File: src/design/keccak_pkg.sv
`default_nettype none

package keccak_pkg;

    ////////////////////
    // widths and types
    ////////////////////
    localparam int LANE_W     = 64;
    localparam int GRID       = 5;
    localparam int NUM_LANES  = GRID * GRID;
    localparam int STATE_W    = LANE_W * NUM_LANES;
    localparam int NUM_ROUNDS = 24;

    typedef logic [LANE_W-1:0]  lane_t;
    // lane (x,y) at bits 64*(x+5y) upward
    typedef logic [STATE_W-1:0] state_vec_t;
    typedef logic [4:0]         round_t;

    ////////////////////
    // iota constants
    ////////////////////
    localparam lane_t ROUND_CONST [NUM_ROUNDS] = '{
        64'h0000_0000_0000_0001, 64'h0000_0000_0000_8082,
        64'h8000_0000_0000_808a, 64'h8000_0000_8000_8000,
        64'h0000_0000_0000_808b, 64'h0000_0000_8000_0001,
        64'h8000_0000_8000_8081, 64'h8000_0000_0000_8009,
        64'h0000_0000_0000_008a, 64'h0000_0000_0000_0088,
        64'h0000_0000_8000_8009, 64'h0000_0000_8000_000a,
        64'h0000_0000_8000_808b, 64'h8000_0000_0000_008b,
        64'h8000_0000_0000_8089, 64'h8000_0000_0000_8003,
        64'h8000_0000_0000_8002, 64'h8000_0000_0000_0080,
        64'h0000_0000_0000_800a, 64'h8000_0000_8000_000a,
        64'h8000_0000_8000_8081, 64'h8000_0000_0000_8080,
        64'h0000_0000_8000_0001, 64'h8000_0000_8000_8008
    };

    // rotate-left amounts, indexed by x+5y
    localparam logic [5:0] RHO_OFFSET [NUM_LANES] = '{
         0,  1, 62, 28, 27,
        36, 44,  6, 55, 20,
         3, 10, 43, 25, 39,
        41, 45, 15, 21,  8,
        18,  2, 61, 56, 14
    };

    ////////////////////
    // control phases
    ////////////////////
    typedef enum logic [3:0] {
        PH_IDLE,
        PH_PARITY,
        PH_MIX,
        PH_APPLY,
        PH_RHO_PI,
        PH_CHI,
        PH_IOTA,
        PH_FINISH,
        PH_ABORT
    } keccak_phase_t;

endpackage

`default_nettype wire

File: src/design/round_counter.sv
`default_nettype none
`timescale 1ns/1ns

module round_counter (
    input  logic              clk,
    input  logic              reset,
    input  logic              round_clear,
    input  logic              iota_en,
    output keccak_pkg::round_t round,
    output logic              last_round
);
    import keccak_pkg::*;

    always_ff @(posedge clk) begin
        if (reset) begin
            round <= '0;
        end else if (round_clear) begin
            round <= '0;
        end else if (iota_en) begin
            round <= round + round_t'(1);
        end
    end

    assign last_round = (round == round_t'(NUM_ROUNDS - 1));

endmodule

`default_nettype wire

File: config.mk
export PLATFORM = sky130hd
export DESIGN_NAME = round_counter
export DESIGN_NICKNAME = d
export VERILOG_FILES = /design/src/design/keccak_pkg.sv /design/src/design/round_counter.sv
export SDC_FILE = /design/constraint.sdc
export NUM_CORES = 1
export LEC_CHECK = 0
export ABC_AREA = 1
export BUFFER_PORTS_ARGS = -buffer_cell sky130_fd_sc_hd__clkbuf_2
export CORE_AREA = 2 2 39 41
export CTS_CLUSTER_SIZE = 12
export DETAILED_ROUTE_END_ITERATION = 16
export DIE_AREA = 0 0 41 43
export GPL_TIMING_DRIVEN = 1
export SLEW_MARGIN = 20
export SYNTH_ARGS = -nofsm -noshare
export SYNTH_HDL_FRONTEND = slang
export SYNTH_SLANG_ARGS = --single-unit
File: constraint.sdc
create_clock -name clk -period 1.2 [get_ports clk]
set_clock_uncertainty 0.2 [all_clocks]
set_input_delay 0.12 -clock clk [delete_from_list [all_inputs] [get_ports clk]]
set_output_delay 0.12 -clock clk [all_outputs]
set_load 0.01 [all_outputs]
==> flow_summary_export.csv <==
group,metric,value,unit
outcome,outcome,"finished, violations left",
outcome,violations,"hold timing, setup timing",
worst_setup_path,crit_chain,"ha_4, nand2_2, nor3_2, buf_2",
cells_and_area,nets,54,
cells_and_area,reg_top3,"round: 5 flops",
die,ios,10,
clocking,numCtsBuffers,3,
pwr,internal_power,313.0,µW
cells_and_area,synthToLayoutAreaGrowth,67.05,%
cells_and_area,fin_cells,64,
yosys,syn_nets,37,
sta,slew_headroom,79.08,%
pwr,p_clk_share,48.4,%
die,fp.coreArea,1384,µm²
cells_and_area,stdcell_area,361.6,µm²
cells_and_area,drive_gt1_share,45.83,%
worst_setup_path,r2r_end,"round[4]",
worst_setup_path,cp_max_fo,2,
drt,avgViaCountPerCell,3.969,
clocking,cts_hold_buf,1,
worst_setup_path,path_buf_inv,1,
yosys,muxShareOfSynthArea,0,%
die,die_y,43,µm
die,die_area,1763,µm²
yosys,synth-xor-area-share,0,%
pwr,p_leak,0.1457,nW
placed_design,dp_hpwl,395.2,µm
clocking,cts_tree,"done",
yosys,synthCells,32,
drt,wl_per_cell,8.609,µm
sta,fin_ws,-145.9,ps
yosys,yosysUniqueCellTypes,8,
placed_design,place_congestion,0.6640,
worst_setup_path,worstReg2RegStart,"round[0]",
die,rows,14,
placed_design,placedCellCount,59,
worst_hold_path,hp-start,"reset",
grt,grt_remaining_overflow,0,
yosys,ys_warn_count,0,
worst_setup_path,end_kind,"output port",
drt,num_vias,254,
yosys,synthFlopType,"dfxtp_1",
sta,setup_viol,1,
yosys,syn_area,216.5,µm²
cells_and_area,largest_reg_flops,5,
worst_setup_path,crit_family,"flip-flops",
cells_and_area,diodes,0,
worst_setup_path,cp.required,880,ps
clocking,cts.sinks,5,
pwr,p_switching,87.04,µW
pwr,power_frac_comb,8.2,%
flow_run,max_cap_violations,0,
clocking,cts_max_level,1,
drt,route.detailed.drc,0,
grt,track_usage,8.024,%
die,start_util,15.64,%
sta,fin_setup_tns,-145.9,ps
worst_hold_path,whs_endpoint,"round[0]",
worst_setup_path,ff2ff_path_depth,6,
sta,period_needed,1346,ps
die,die_x,41,µm
grt,antenna_found_initial,0,
cells_and_area,n_fill_cell,166,
pwr,p_sw_share,21.75,%
cells_and_area,multiInputGateArea,133.9,µm²
drt,firstDrtPassIters,3,
sta,fmax,743.0,MHz
placed_design,numPortBuffers,9,
yosys,synthAdderAreaFrac,5.780,%
cells_and_area,seqCellArea,103.9,µm²
worst_setup_path,crit_arrival,1030,ps
pwr,peakVddDrop,0.5761,mV
yosys,synth.top_cells.by_count,"10 x nand2_1, 9 x nor2_1, 5 x dfxtp_1",
cells_and_area,regMostFlops,"round",
yosys,synth_area_leaders,"dfxtp_1 46%, nand2_1 17%, nor2_1 16%, ha_1 5.8%, a21oi_1 4.6%",
worst_setup_path,startpoint_type,"register",
sta,finalHoldViolations,4,
yosys,synth_edf_count,0,
sta,finalCritPeriodShare,112.2,%
sta,rsz0062_at_grt,"true",
sta,tightest_slew,312.6,ps
yosys,yosys.area.top_type,"dfxtp_1",
worst_hold_path,hold_path_class,"in -> reg",
yosys,synthSimpleGateAreaFrac,35.26,%
pwr,power,400.1,µW
yosys,ys_seq_area_share,46.24,%
worst_hold_path,worstHoldPathCells,4,
grt,grt_pass1_vias,219,
sta,holdWs,-24.98,ps
worst_setup_path,crit_type,"reg -> out",
grt,grt_max_degree,6,
drt,wirelength,551,µm
sta,final_max_slew_viol_count,0,
clocking,cts-root-buf,"clkbuf_4",
pwr,power_density,1106,nW/µm²
yosys,synth_top_area_share,46.24,%
worst_setup_path,rrSetupSlack,80,ps
yosys,synth_top_family_by_area,"simple AND/OR/NAND/NOR gates",
pwr,seqPwrFrac,43.4,%
worst_setup_path,max_stage_delay,340,ps
grt,grt_first_pass_wirelength,841,µm
yosys,synth-compound-area-share,9.249,%
yosys,synth.most_common_cell,"nand2_1",
drt,ant_nets,0,
clocking,clock_latency,240,ps
yosys,ys_ff_latch,5,
placed_design,dpl-instance-area,299.0,µm²
yosys,synth_area_per_cell,6.764,µm²
yosys,synthArstFlopShare,0,%
drt,drtIter0Drc,10,
clocking,clk_pin_slew_worst_paths,40,ps
worst_setup_path,crit_start,"round[0]",
worst_setup_path,crit_path_top_delay_cell,"dfxtp_2",
clocking,postCtsSetupRepairBufs,0,
clocking,cts_max_path_buffers,2,
how the worst max path moves through the flow:
stage	to	slack [ps]	cells past startpoint
final	last_round	-150	4
after global routing	last_round	-210	4
after CTS	last_round	-160	4
after detailed placement	last_round	40	4
after global placement	last_round	50	4
after floorplan	round[4]	40	6
kinds of logic after synthesis:
group           Yosys count
simple gates             20
flops                     5
compound gates            4
buf+inv                   2
fa+ha+maj                 1
metal layers:
metal	up-vias	track usage [%]	routed length, µm
met5	-	0	0
met4	0	6.000	11
met3	2	7.853	72
met2	11	10.31	227
met1	106	7.372	240
li1	135	-	-
power groups by stage:
stage	logic (mW)	registers (mW)	clock network [mW]
2_1_floorplan	0.0104	0.177	0
3_3_place_gp	0.0287	0.175	0
3_5_place_dp	0.0292	0.175	0
4_1_cts	0.0332	0.173	0.203
5_1_grt	0.0370	0.174	0.215
6_report	0.0329	0.174	0.194
metrics by stage:
| stage | utilization, % | worst slack (ps) |
|---|---|---|
| 2_1_floorplan | - | 41.38 |
| 3_3_place_gp | 21.61 | 45.17 |
| 3_5_place_dp | 21.61 | 36.48 |
| 4_1_cts | 25.68 | -155.6 |
| 5_1_grt | 26.13 | -206.2 |
| 6_report | 26.13 | -145.9 |
layout by cell type, fill, tap and decap left out:
cell	netlist	routed
nand2_2	0	1
ha_4	0	1
clkbuf_1	0	1
a21oi_1	2	2
nor2_2	0	2
dlygate4sd3_1	0	1
clkbuf_4	0	3
nand2_1	10	9
dfxtp_1	5	2
nor3_2	0	1
inv_1	2	2
buf_4	0	2
clkbuf_2	0	8
nor2_1	9	7
dfxtp_2	0	3
o21ai_0	2	2
buf_2	0	1
area by class of cell:
type                       instances  share of cell area [%]
sequential                         5                   28.72
multi-input combinational         25                   37.02
tap                               16                   5.536
timing repair buffer              12                   19.38
inverter                           2                   2.076
clock buffer                       4                   7.266
worst min-delay path: cells and delay by family:
family        cells  cell delay, ps
simple gates      3             170
buf+inv           1              80
repair_timing:
action | in CTS | in global routing
endpoints found under the setup margin | 1 | 3
hold endpoints to repair | 5 | 1
resized for setup | 4 | 4
pin swaps | 0 | 1
Power figures use the tool's default switching activity.
