$ cat src/design/keccak_pkg.sv
`default_nettype none

package keccak_pkg;

    ////////////////////
    // widths and types
    ////////////////////
    localparam int LANE_W     = 64;
    localparam int GRID       = 5;
    localparam int NUM_LANES  = GRID * GRID;
    localparam int STATE_W    = LANE_W * NUM_LANES;
    localparam int NUM_ROUNDS = 24;

    typedef logic [LANE_W-1:0]  lane_t;
    // lane (x,y) at bits 64*(x+5y) upward
    typedef logic [STATE_W-1:0] state_vec_t;
    typedef logic [4:0]         round_t;

    ////////////////////
    // iota constants
    ////////////////////
    localparam lane_t ROUND_CONST [NUM_ROUNDS] = '{
        64'h0000_0000_0000_0001, 64'h0000_0000_0000_8082,
        64'h8000_0000_0000_808a, 64'h8000_0000_8000_8000,
        64'h0000_0000_0000_808b, 64'h0000_0000_8000_0001,
        64'h8000_0000_8000_8081, 64'h8000_0000_0000_8009,
        64'h0000_0000_0000_008a, 64'h0000_0000_0000_0088,
        64'h0000_0000_8000_8009, 64'h0000_0000_8000_000a,
        64'h0000_0000_8000_808b, 64'h8000_0000_0000_008b,
        64'h8000_0000_0000_8089, 64'h8000_0000_0000_8003,
        64'h8000_0000_0000_8002, 64'h8000_0000_0000_0080,
        64'h0000_0000_0000_800a, 64'h8000_0000_8000_000a,
        64'h8000_0000_8000_8081, 64'h8000_0000_0000_8080,
        64'h0000_0000_8000_0001, 64'h8000_0000_8000_8008
    };

    // rotate-left amounts, indexed by x+5y
    localparam logic [5:0] RHO_OFFSET [NUM_LANES] = '{
         0,  1, 62, 28, 27,
        36, 44,  6, 55, 20,
         3, 10, 43, 25, 39,
        41, 45, 15, 21,  8,
        18,  2, 61, 56, 14
    };

    ////////////////////
    // control phases
    ////////////////////
    typedef enum logic [3:0] {
        PH_IDLE,
        PH_PARITY,
        PH_MIX,
        PH_APPLY,
        PH_RHO_PI,
        PH_CHI,
        PH_IOTA,
        PH_FINISH,
        PH_ABORT
    } keccak_phase_t;

endpackage

`default_nettype wire

$ cat src/design/keccak_fsm.sv
`default_nettype none
`timescale 1ns/1ns

module keccak_fsm (
    input  logic clk,
    input  logic reset,
    input  logic go,
    input  logic kill,
    input  logic last_round,
    output logic load,
    output logic parity_en,
    output logic mix_en,
    output logic apply_en,
    output logic rho_pi_en,
    output logic chi_en,
    output logic iota_en,
    output logic round_clear,
    output logic finish
);
    import keccak_pkg::*;

    keccak_phase_t phase;
    keccak_phase_t phase_next;
    logic          in_step;

    always_ff @(posedge clk) begin
        if (reset) begin
            phase <= PH_IDLE;
        end else begin
            phase <= phase_next;
        end
    end

    always_comb begin
        phase_next = phase;
        case (phase)
            PH_IDLE:   if (go) phase_next = PH_PARITY;
            PH_PARITY: phase_next = PH_MIX;
            PH_MIX:    phase_next = PH_APPLY;
            PH_APPLY:  phase_next = PH_RHO_PI;
            PH_RHO_PI: phase_next = PH_CHI;
            PH_CHI:    phase_next = PH_IOTA;
            PH_IOTA:   phase_next = last_round ? PH_FINISH : PH_PARITY;
            PH_FINISH: phase_next = PH_IDLE;
            PH_ABORT:  if (!kill) phase_next = PH_IDLE;
            default:   phase_next = PH_IDLE;
        endcase
        // kill wins over any step transition
        if (in_step && kill) begin
            phase_next = PH_ABORT;
        end
    end

    // step strobes
    assign parity_en = (phase == PH_PARITY);
    assign mix_en    = (phase == PH_MIX);
    assign apply_en  = (phase == PH_APPLY);
    assign rho_pi_en = (phase == PH_RHO_PI);
    assign chi_en    = (phase == PH_CHI);
    assign iota_en   = (phase == PH_IOTA);

    assign in_step = parity_en | mix_en | apply_en | rho_pi_en | chi_en | iota_en;

    assign load        = (phase == PH_IDLE) && go;
    assign finish      = (phase == PH_FINISH);
    assign round_clear = (phase == PH_IDLE) || (phase == PH_FINISH) || (phase == PH_ABORT);

endmodule

`default_nettype wire

$ cat config.mk
export PLATFORM = sky130hd
export DESIGN_NAME = keccak_fsm
export DESIGN_NICKNAME = d
export VERILOG_FILES = /design/src/design/keccak_pkg.sv /design/src/design/keccak_fsm.sv
export SDC_FILE = /design/constraint.sdc
export NUM_CORES = 1
export LEC_CHECK = 0
export BUFFER_PORTS_ARGS = -buffer_cell sky130_fd_sc_hd__buf_2
export CAP_MARGIN = 20
export CORE_AREA = 3 3 40 42
export CTS_CLUSTER_SIZE = 8
export DETAILED_ROUTE_END_ITERATION = 10
export DIE_AREA = 0 0 43 45
export PLACE_DENSITY = 0.39
export SLEW_MARGIN = 20
export SYNTH_ARGS = -nofsm -noshare
export SYNTH_HDL_FRONTEND = slang
export SYNTH_SLANG_ARGS = --single-unit
$ cat constraint.sdc
create_clock -name clk -period 1.5 [get_ports clk]
set_input_delay 0.075 -clock clk [delete_from_list [all_inputs] [get_ports clk]]
set_output_delay 0.075 -clock clk [all_outputs]
set_load 0.03 [all_outputs]
==> results of run 1 <==
-- through the flow --
step | total power, mW | cell area (um^2) | hold slack (ns) | std cells
floorplan | 0.239 | 285 | 0.262 | 41
global placement | 0.279 | 362 | 0.386 | 67
detailed placement | 0.279 | 362 | 0.392 | 67
CTS | 0.420 | 384 | 0.137 | 70
global route | 0.447 | 393 | 0.168 | 70
finish | 0.414 | 393 | 0.149 | 70
-- worst max-delay path, stage by stage (launching register included) --
cell	delay (ns)
dfxtp_2	0.37
or3_1	0.40
o21ai_0	0.08
buf_2	0.22
-- power by group through the flow --
stage | clock [mW] | combinational [mW] | sequential, mW
CTS | 0.142 | 0.137 | 0.141
global route | 0.149 | 0.151 | 0.147
global placement | 0 | 0.137 | 0.142
finish | 0.134 | 0.137 | 0.143
floorplan | 0 | 0.112 | 0.127
detailed placement | 0 | 0.136 | 0.142
-- cell usage after synthesis --
master    n
nor4bb_1  1
nor2b_1   1
nor4_1    1
or3_1     1
a21boi_1  1
a21oi_1   1
nand2_1   1
dfxtp_1   4
nor3_1    5
and2_1    1
o21ai_1   1
nand3_1   2
o21ai_0   2
and3_1    3
a21o_1    1
nand2b_1  6
a31oi_1   1
buf_2     3
nor2_1    5
-- cell families (layout without fill, tap and decap cells) --
family                 after synthesis  after routing  share of synthesized area
and+or+nand+nor                     27             27                      0.522
buffers and inverters                3             17                     0.0526
DFF                                  4              4                      0.281
AOI/OAI and AO/OA                    7              7                      0.145
-- final timing paths --
check,endpoint
max,round_clear
min,phase[3]
max reg2reg,phase[1]
min reg2reg,phase[3]
-- final cells by class --
cell class / instances / area, um^2
Tap cell: 15 / 18.8
Multi-Input combinational cell: 34 / 196
Sequential cell: 4 / 82.6
Clock buffer: 3 / 22.5
Fill cell: 157 / 892
Timing Repair Buffer: 14 / 72.6
-- layer usage --
| layer | track usage | vias up | routed length [um] |
|---|---|---|---|
| met2 | 0.126 | 8 | 334 |
| met1 | 0.108 | 145 | 368 |
| li1 | - | 173 | - |
| met3 | 0.0478 | 2 | 46 |
| met5 | 0 | - | 0 |
| met4 | 0.0361 | 0 | 12 |
==> impl_metrics.toml, run 1 <==
[synthesis]
syn_nets = 46
ys_ff_latch = 4
synth-seq-area-share = 0.281
synth_area_leaders = "dfxtp_1 28%, nand2b_1 13%, nor3_1 8.8%, and3_1 6.6%, nor2_1 6.6%"
yosysTopAreaCell = "dfxtp_1"
synth.top_cell.area_share = 0.281
syn_inst = 41
yosys_warnings = 0
synth_cell_types = 19
syn_area_um2 = 285
syn_avg_cell_area_um2 = 6.96

[global_route]
grt_max_degree = 15
grt-ovfl-total = 0
grt_pass1_vias = 297
antenna_found_initial = 0
grt_usage = 0.0872
grt_pass1_wl_mm = 1.23

[placement]
place_ws_ns = 0.298
dp_hpwl_um = 595
portBuffers = 13
place_congestion = 0.702

[floorplanning]
fp-row-count = 13
die_y_um = 45
design.die.area_um2 = 1940
start_util = 0.222
die_x_um = 43
core_area_um2 = 1280
pin_count = 14

[cts]
clk_latency_ns = 0.24
clk_path_buf_depth = 2
clkSlewWorstSetupHoldPaths_ns = 0.04
cts_buffers = 3
hold_buffers = 0
post_cts_buffers = 0
cts_tree = "yes"
h-tree-depth = 1
ctsResizeCount = 0
cts_root_buf = "clkbuf_4"
cts_sinks = 4

[finish]
drive_gt1_frac = 0.364
biggestRegsByFlops = "phase (4)"
top_register = "phase"
nets = 62
area_delta_synth_final_pct = 37.7
final_common_cell = "buf_2"
antenna-diode-count = 0
layout.cells.most_common_list = "13 x buf_2, 6 x nand2b_1, 5 x nor3_1, 5 x nor2_1"
final_util = 0.306
largest_register_ffs = 4

[power]
power.switching_mw = 0.151
powerDensity_nw_per_um2 = 1050
comb_power_share = 0.331
p_sw_frac = 0.365
p_clk_frac = 0.324
internal-power_mw = 0.263
ir_drop_mv = 0.502
pwr-share-seq = 0.345
power.leakage_nw = 0.197

[sta]
relSlewSlack = 0.817
clock.fmax_mhz = 728
min_period_over_period = 0.916
slew_violations = 0
worst_slack_ns = 0.127
fin_tns_setup_ns = 0
clock_skew_ns = 0.00587
rsz0062_at_grt = "false"
worstMarginPinSlew_ns = 0.274
period_minus_slack_ns = 1.37
setup_viol = 0
hold_violations = 0

[critical_path]
cp-end-kind = "output pin"
crit_type = "flop to output pin"
r2r-start = "phase[2]"
r2r.worst_path.cells = 3
critical_path.max_fanout = 12
setup.worst_path.start_class = "flop"
required_ns = 1.42
critPathArrivalTime_ns = 1.30
rrSetupSlack_ns = 0.37
crit_start = "phase[2]"

[worst_hold_path]
whs_path_depth = 3
min-delay-start = "reset"
hold_path_class = "primary input to flop"

[detailed_routing]
routed_wl_um = 762
ant_nets = 0
avgViaCountPerCell = 4.69
drt-pass1-iter-count = 2
num_vias = 328
route.detailed.drc = 0
drt_iter0_markers = 4
wl_per_cell_um = 10.9

[outcome]
status = "complete, no violations"

[flow_run]
max-cap-violations = 0
No activity file was read; power rests on OpenSTA's default activity.
==> run 2: changes to the inputs <==
--- a/config.mk
+++ b/config.mk
@@ -11,6 +11,7 @@
 export CTS_CLUSTER_SIZE = 8
 export DETAILED_ROUTE_END_ITERATION = 10
 export DIE_AREA = 0 0 43 45
+export GPL_TIMING_DRIVEN = 0
 export PLACE_DENSITY = 0.39
 export SLEW_MARGIN = 20
 export SYNTH_ARGS = -nofsm -noshare
==> impl_metrics.toml, run 2 (synthesized netlist as in run 1, its figures left out) <==
[outcome]
status = "complete, no violations"

[critical_path]
crit_type = "flop to output pin"
critPathArrivalTime_ns = 1.30
r2r.worst_path.cells = 3
worstSetupPathDepth = 4
cp-end-kind = "output pin"
cpMaxStageDelayCell = "dfxtp_1"
r2r-end = "phase[1]"
slowest_delay_ns = 0.33
critical_path.max_fanout = 10
critPathTopFamily = "buffers and inverters"
cp_num_buf_inv = 2
r2r-start = "phase[0]"
crit_chain = "clkbuf_4, nand2b_1, nor3_1, buf_2"
rrSetupSlack_ns = 0.45
setup.worst_path.start_class = "flop"
required_ns = 1.42

[sta]
clock_skew_ns = 0.00707
worstMarginPinSlew_ns = 0.316
relSlewSlack = 0.788
clock.fmax_mhz = 728
fin_tns_setup_ns = 0
period_minus_slack_ns = 1.37
worst_slack_ns = 0.126
hold_violations = 0
setup_viol = 0
min_period_over_period = 0.916
slew_violations = 0
hold_ws_ns = 0.124
rsz0062_at_grt = "false"

[finish]
fill_cells = 151
biggestRegsByFlops = "phase (4)"
top_register = "phase"
area_delta_synth_final_pct = 43.4
final_util = 0.318
layout.cells.most_common_list = "11 x buf_2, 6 x nand2b_1, 5 x nor2_1"
design_area_um2 = 409
nets = 64
drive_gt1_frac = 0.351
final_cells = 72
largest_register_ffs = 4
final-seq-area_um2 = 80.1
antenna-diode-count = 0
final_common_cell = "buf_2"
multi_input_area_um2 = 195

[detailed_routing]
route.detailed.drc = 0
wl_met1_um = 357
avgViaCountPerCell = 4.65
routed_wl_um = 793
num_vias = 335
wl_met3_um = 62
ant_nets = 0
drt_iter0_markers = 4
dr_wl_met2_um = 360
drt-pass1-iter-count = 4
top_layer = "met4"
wl_per_cell_um = 11.0

[floorplanning]
die_x_um = 43
design.die.area_um2 = 1940
die_y_um = 45
fp-row-count = 13
pin_count = 14
core_area_um2 = 1280
start_util = 0.222

[power]
power_mw = 0.428
internal-power_mw = 0.270
power.switching_mw = 0.158
powerDensity_nw_per_um2 = 1050
ir_drop_mv = 0.576
pwr-share-seq = 0.303
p_clk_frac = 0.325
p_sw_frac = 0.369
comb_power_share = 0.373
power.leakage_nw = 0.210

[placement]
place_area_um2 = 369
place_ws_ns = 0.282
portBuffers = 13
place_congestion = 0.704
dp_hpwl_um = 609
place_inst = 69

[cts]
clk_path_buf_depth = 2
clk_latency_ns = 0.24
cts_sinks = 4
clkSlewWorstSetupHoldPaths_ns = 0.04
cts_tree = "yes"
h-tree-depth = 1
hold_buffers = 0
cts_buffers = 3
cts_root_buf = "clkbuf_4"

[flow_run]
max-cap-violations = 0

[global_route]
grt-ovfl-total = 0
antenna_found_initial = 0
grt_pass1_vias = 318
grt_pass1_wl_mm = 1.35
grt_max_degree = 11
grt_usage = 0.0956

[worst_hold_path]
whs_path_depth = 3
min-delay-start = "reset"
hold_end = "phase[3]"
hold_path_class = "primary input to flop"
run 2: changes by cell type in the layout (fill, tap and decap cells not counted), sizes merged:
cell,before,now
clkbuf,3,4
buf,14,15
run 2: what timing repair did:
item | CTS | global route
resized for setup | 0 | 8
hold endpoints to repair | 0 | 0
buffers inserted | 0 | 0
endpoints found under the setup margin | 0 | 5
run 2: area by class of cell:
| type | instances | share of cell area |
|---|---|---|
| Buffer | 3 | 0.0489 |
| Clock buffer | 3 | 0.0550 |
| Multi-Input combinational cell | 34 | 0.477 |
| Sequential cell | 4 | 0.196 |
| Tap cell | 15 | 0.0459 |
| Timing Repair Buffer | 13 | 0.177 |
run 2: worst min-delay path: stages:
cell and delay, ns:
buf_2 0.08, nor4bb_1 0.04, a21boi_1 0.12
run 2: layer usage:
metal  track usage  vias to the layer above
met1         0.113                      142
met3        0.0518                        2
met2         0.138                       12
met5             0                        -
met4        0.0542                        0
li1              -                      179
run 2: worst max path at each step:
stage,start,to,slack (ns)
after floorplan,phase[1],round_clear,0.06
after global placement,phase[1],round_clear,0.27
after detailed placement,phase[1],round_clear,0.28
after CTS,phase[1],round_clear,0.03
after global routing,phase[1],round_clear,0.006
final,phase[0],rho_pi_en,0.13
run 2: power groups by stage:
stage | Clock (mW) | Sequential, mW | Combinational (mW)
2_1_floorplan | 0 | 0.127 | 0.112
3_3_place_gp | 0 | 0.132 | 0.151
3_5_place_dp | 0 | 0.131 | 0.150
4_1_cts | 0.146 | 0.129 | 0.150
5_1_grt | 0.147 | 0.133 | 0.175
6_report | 0.139 | 0.130 | 0.159
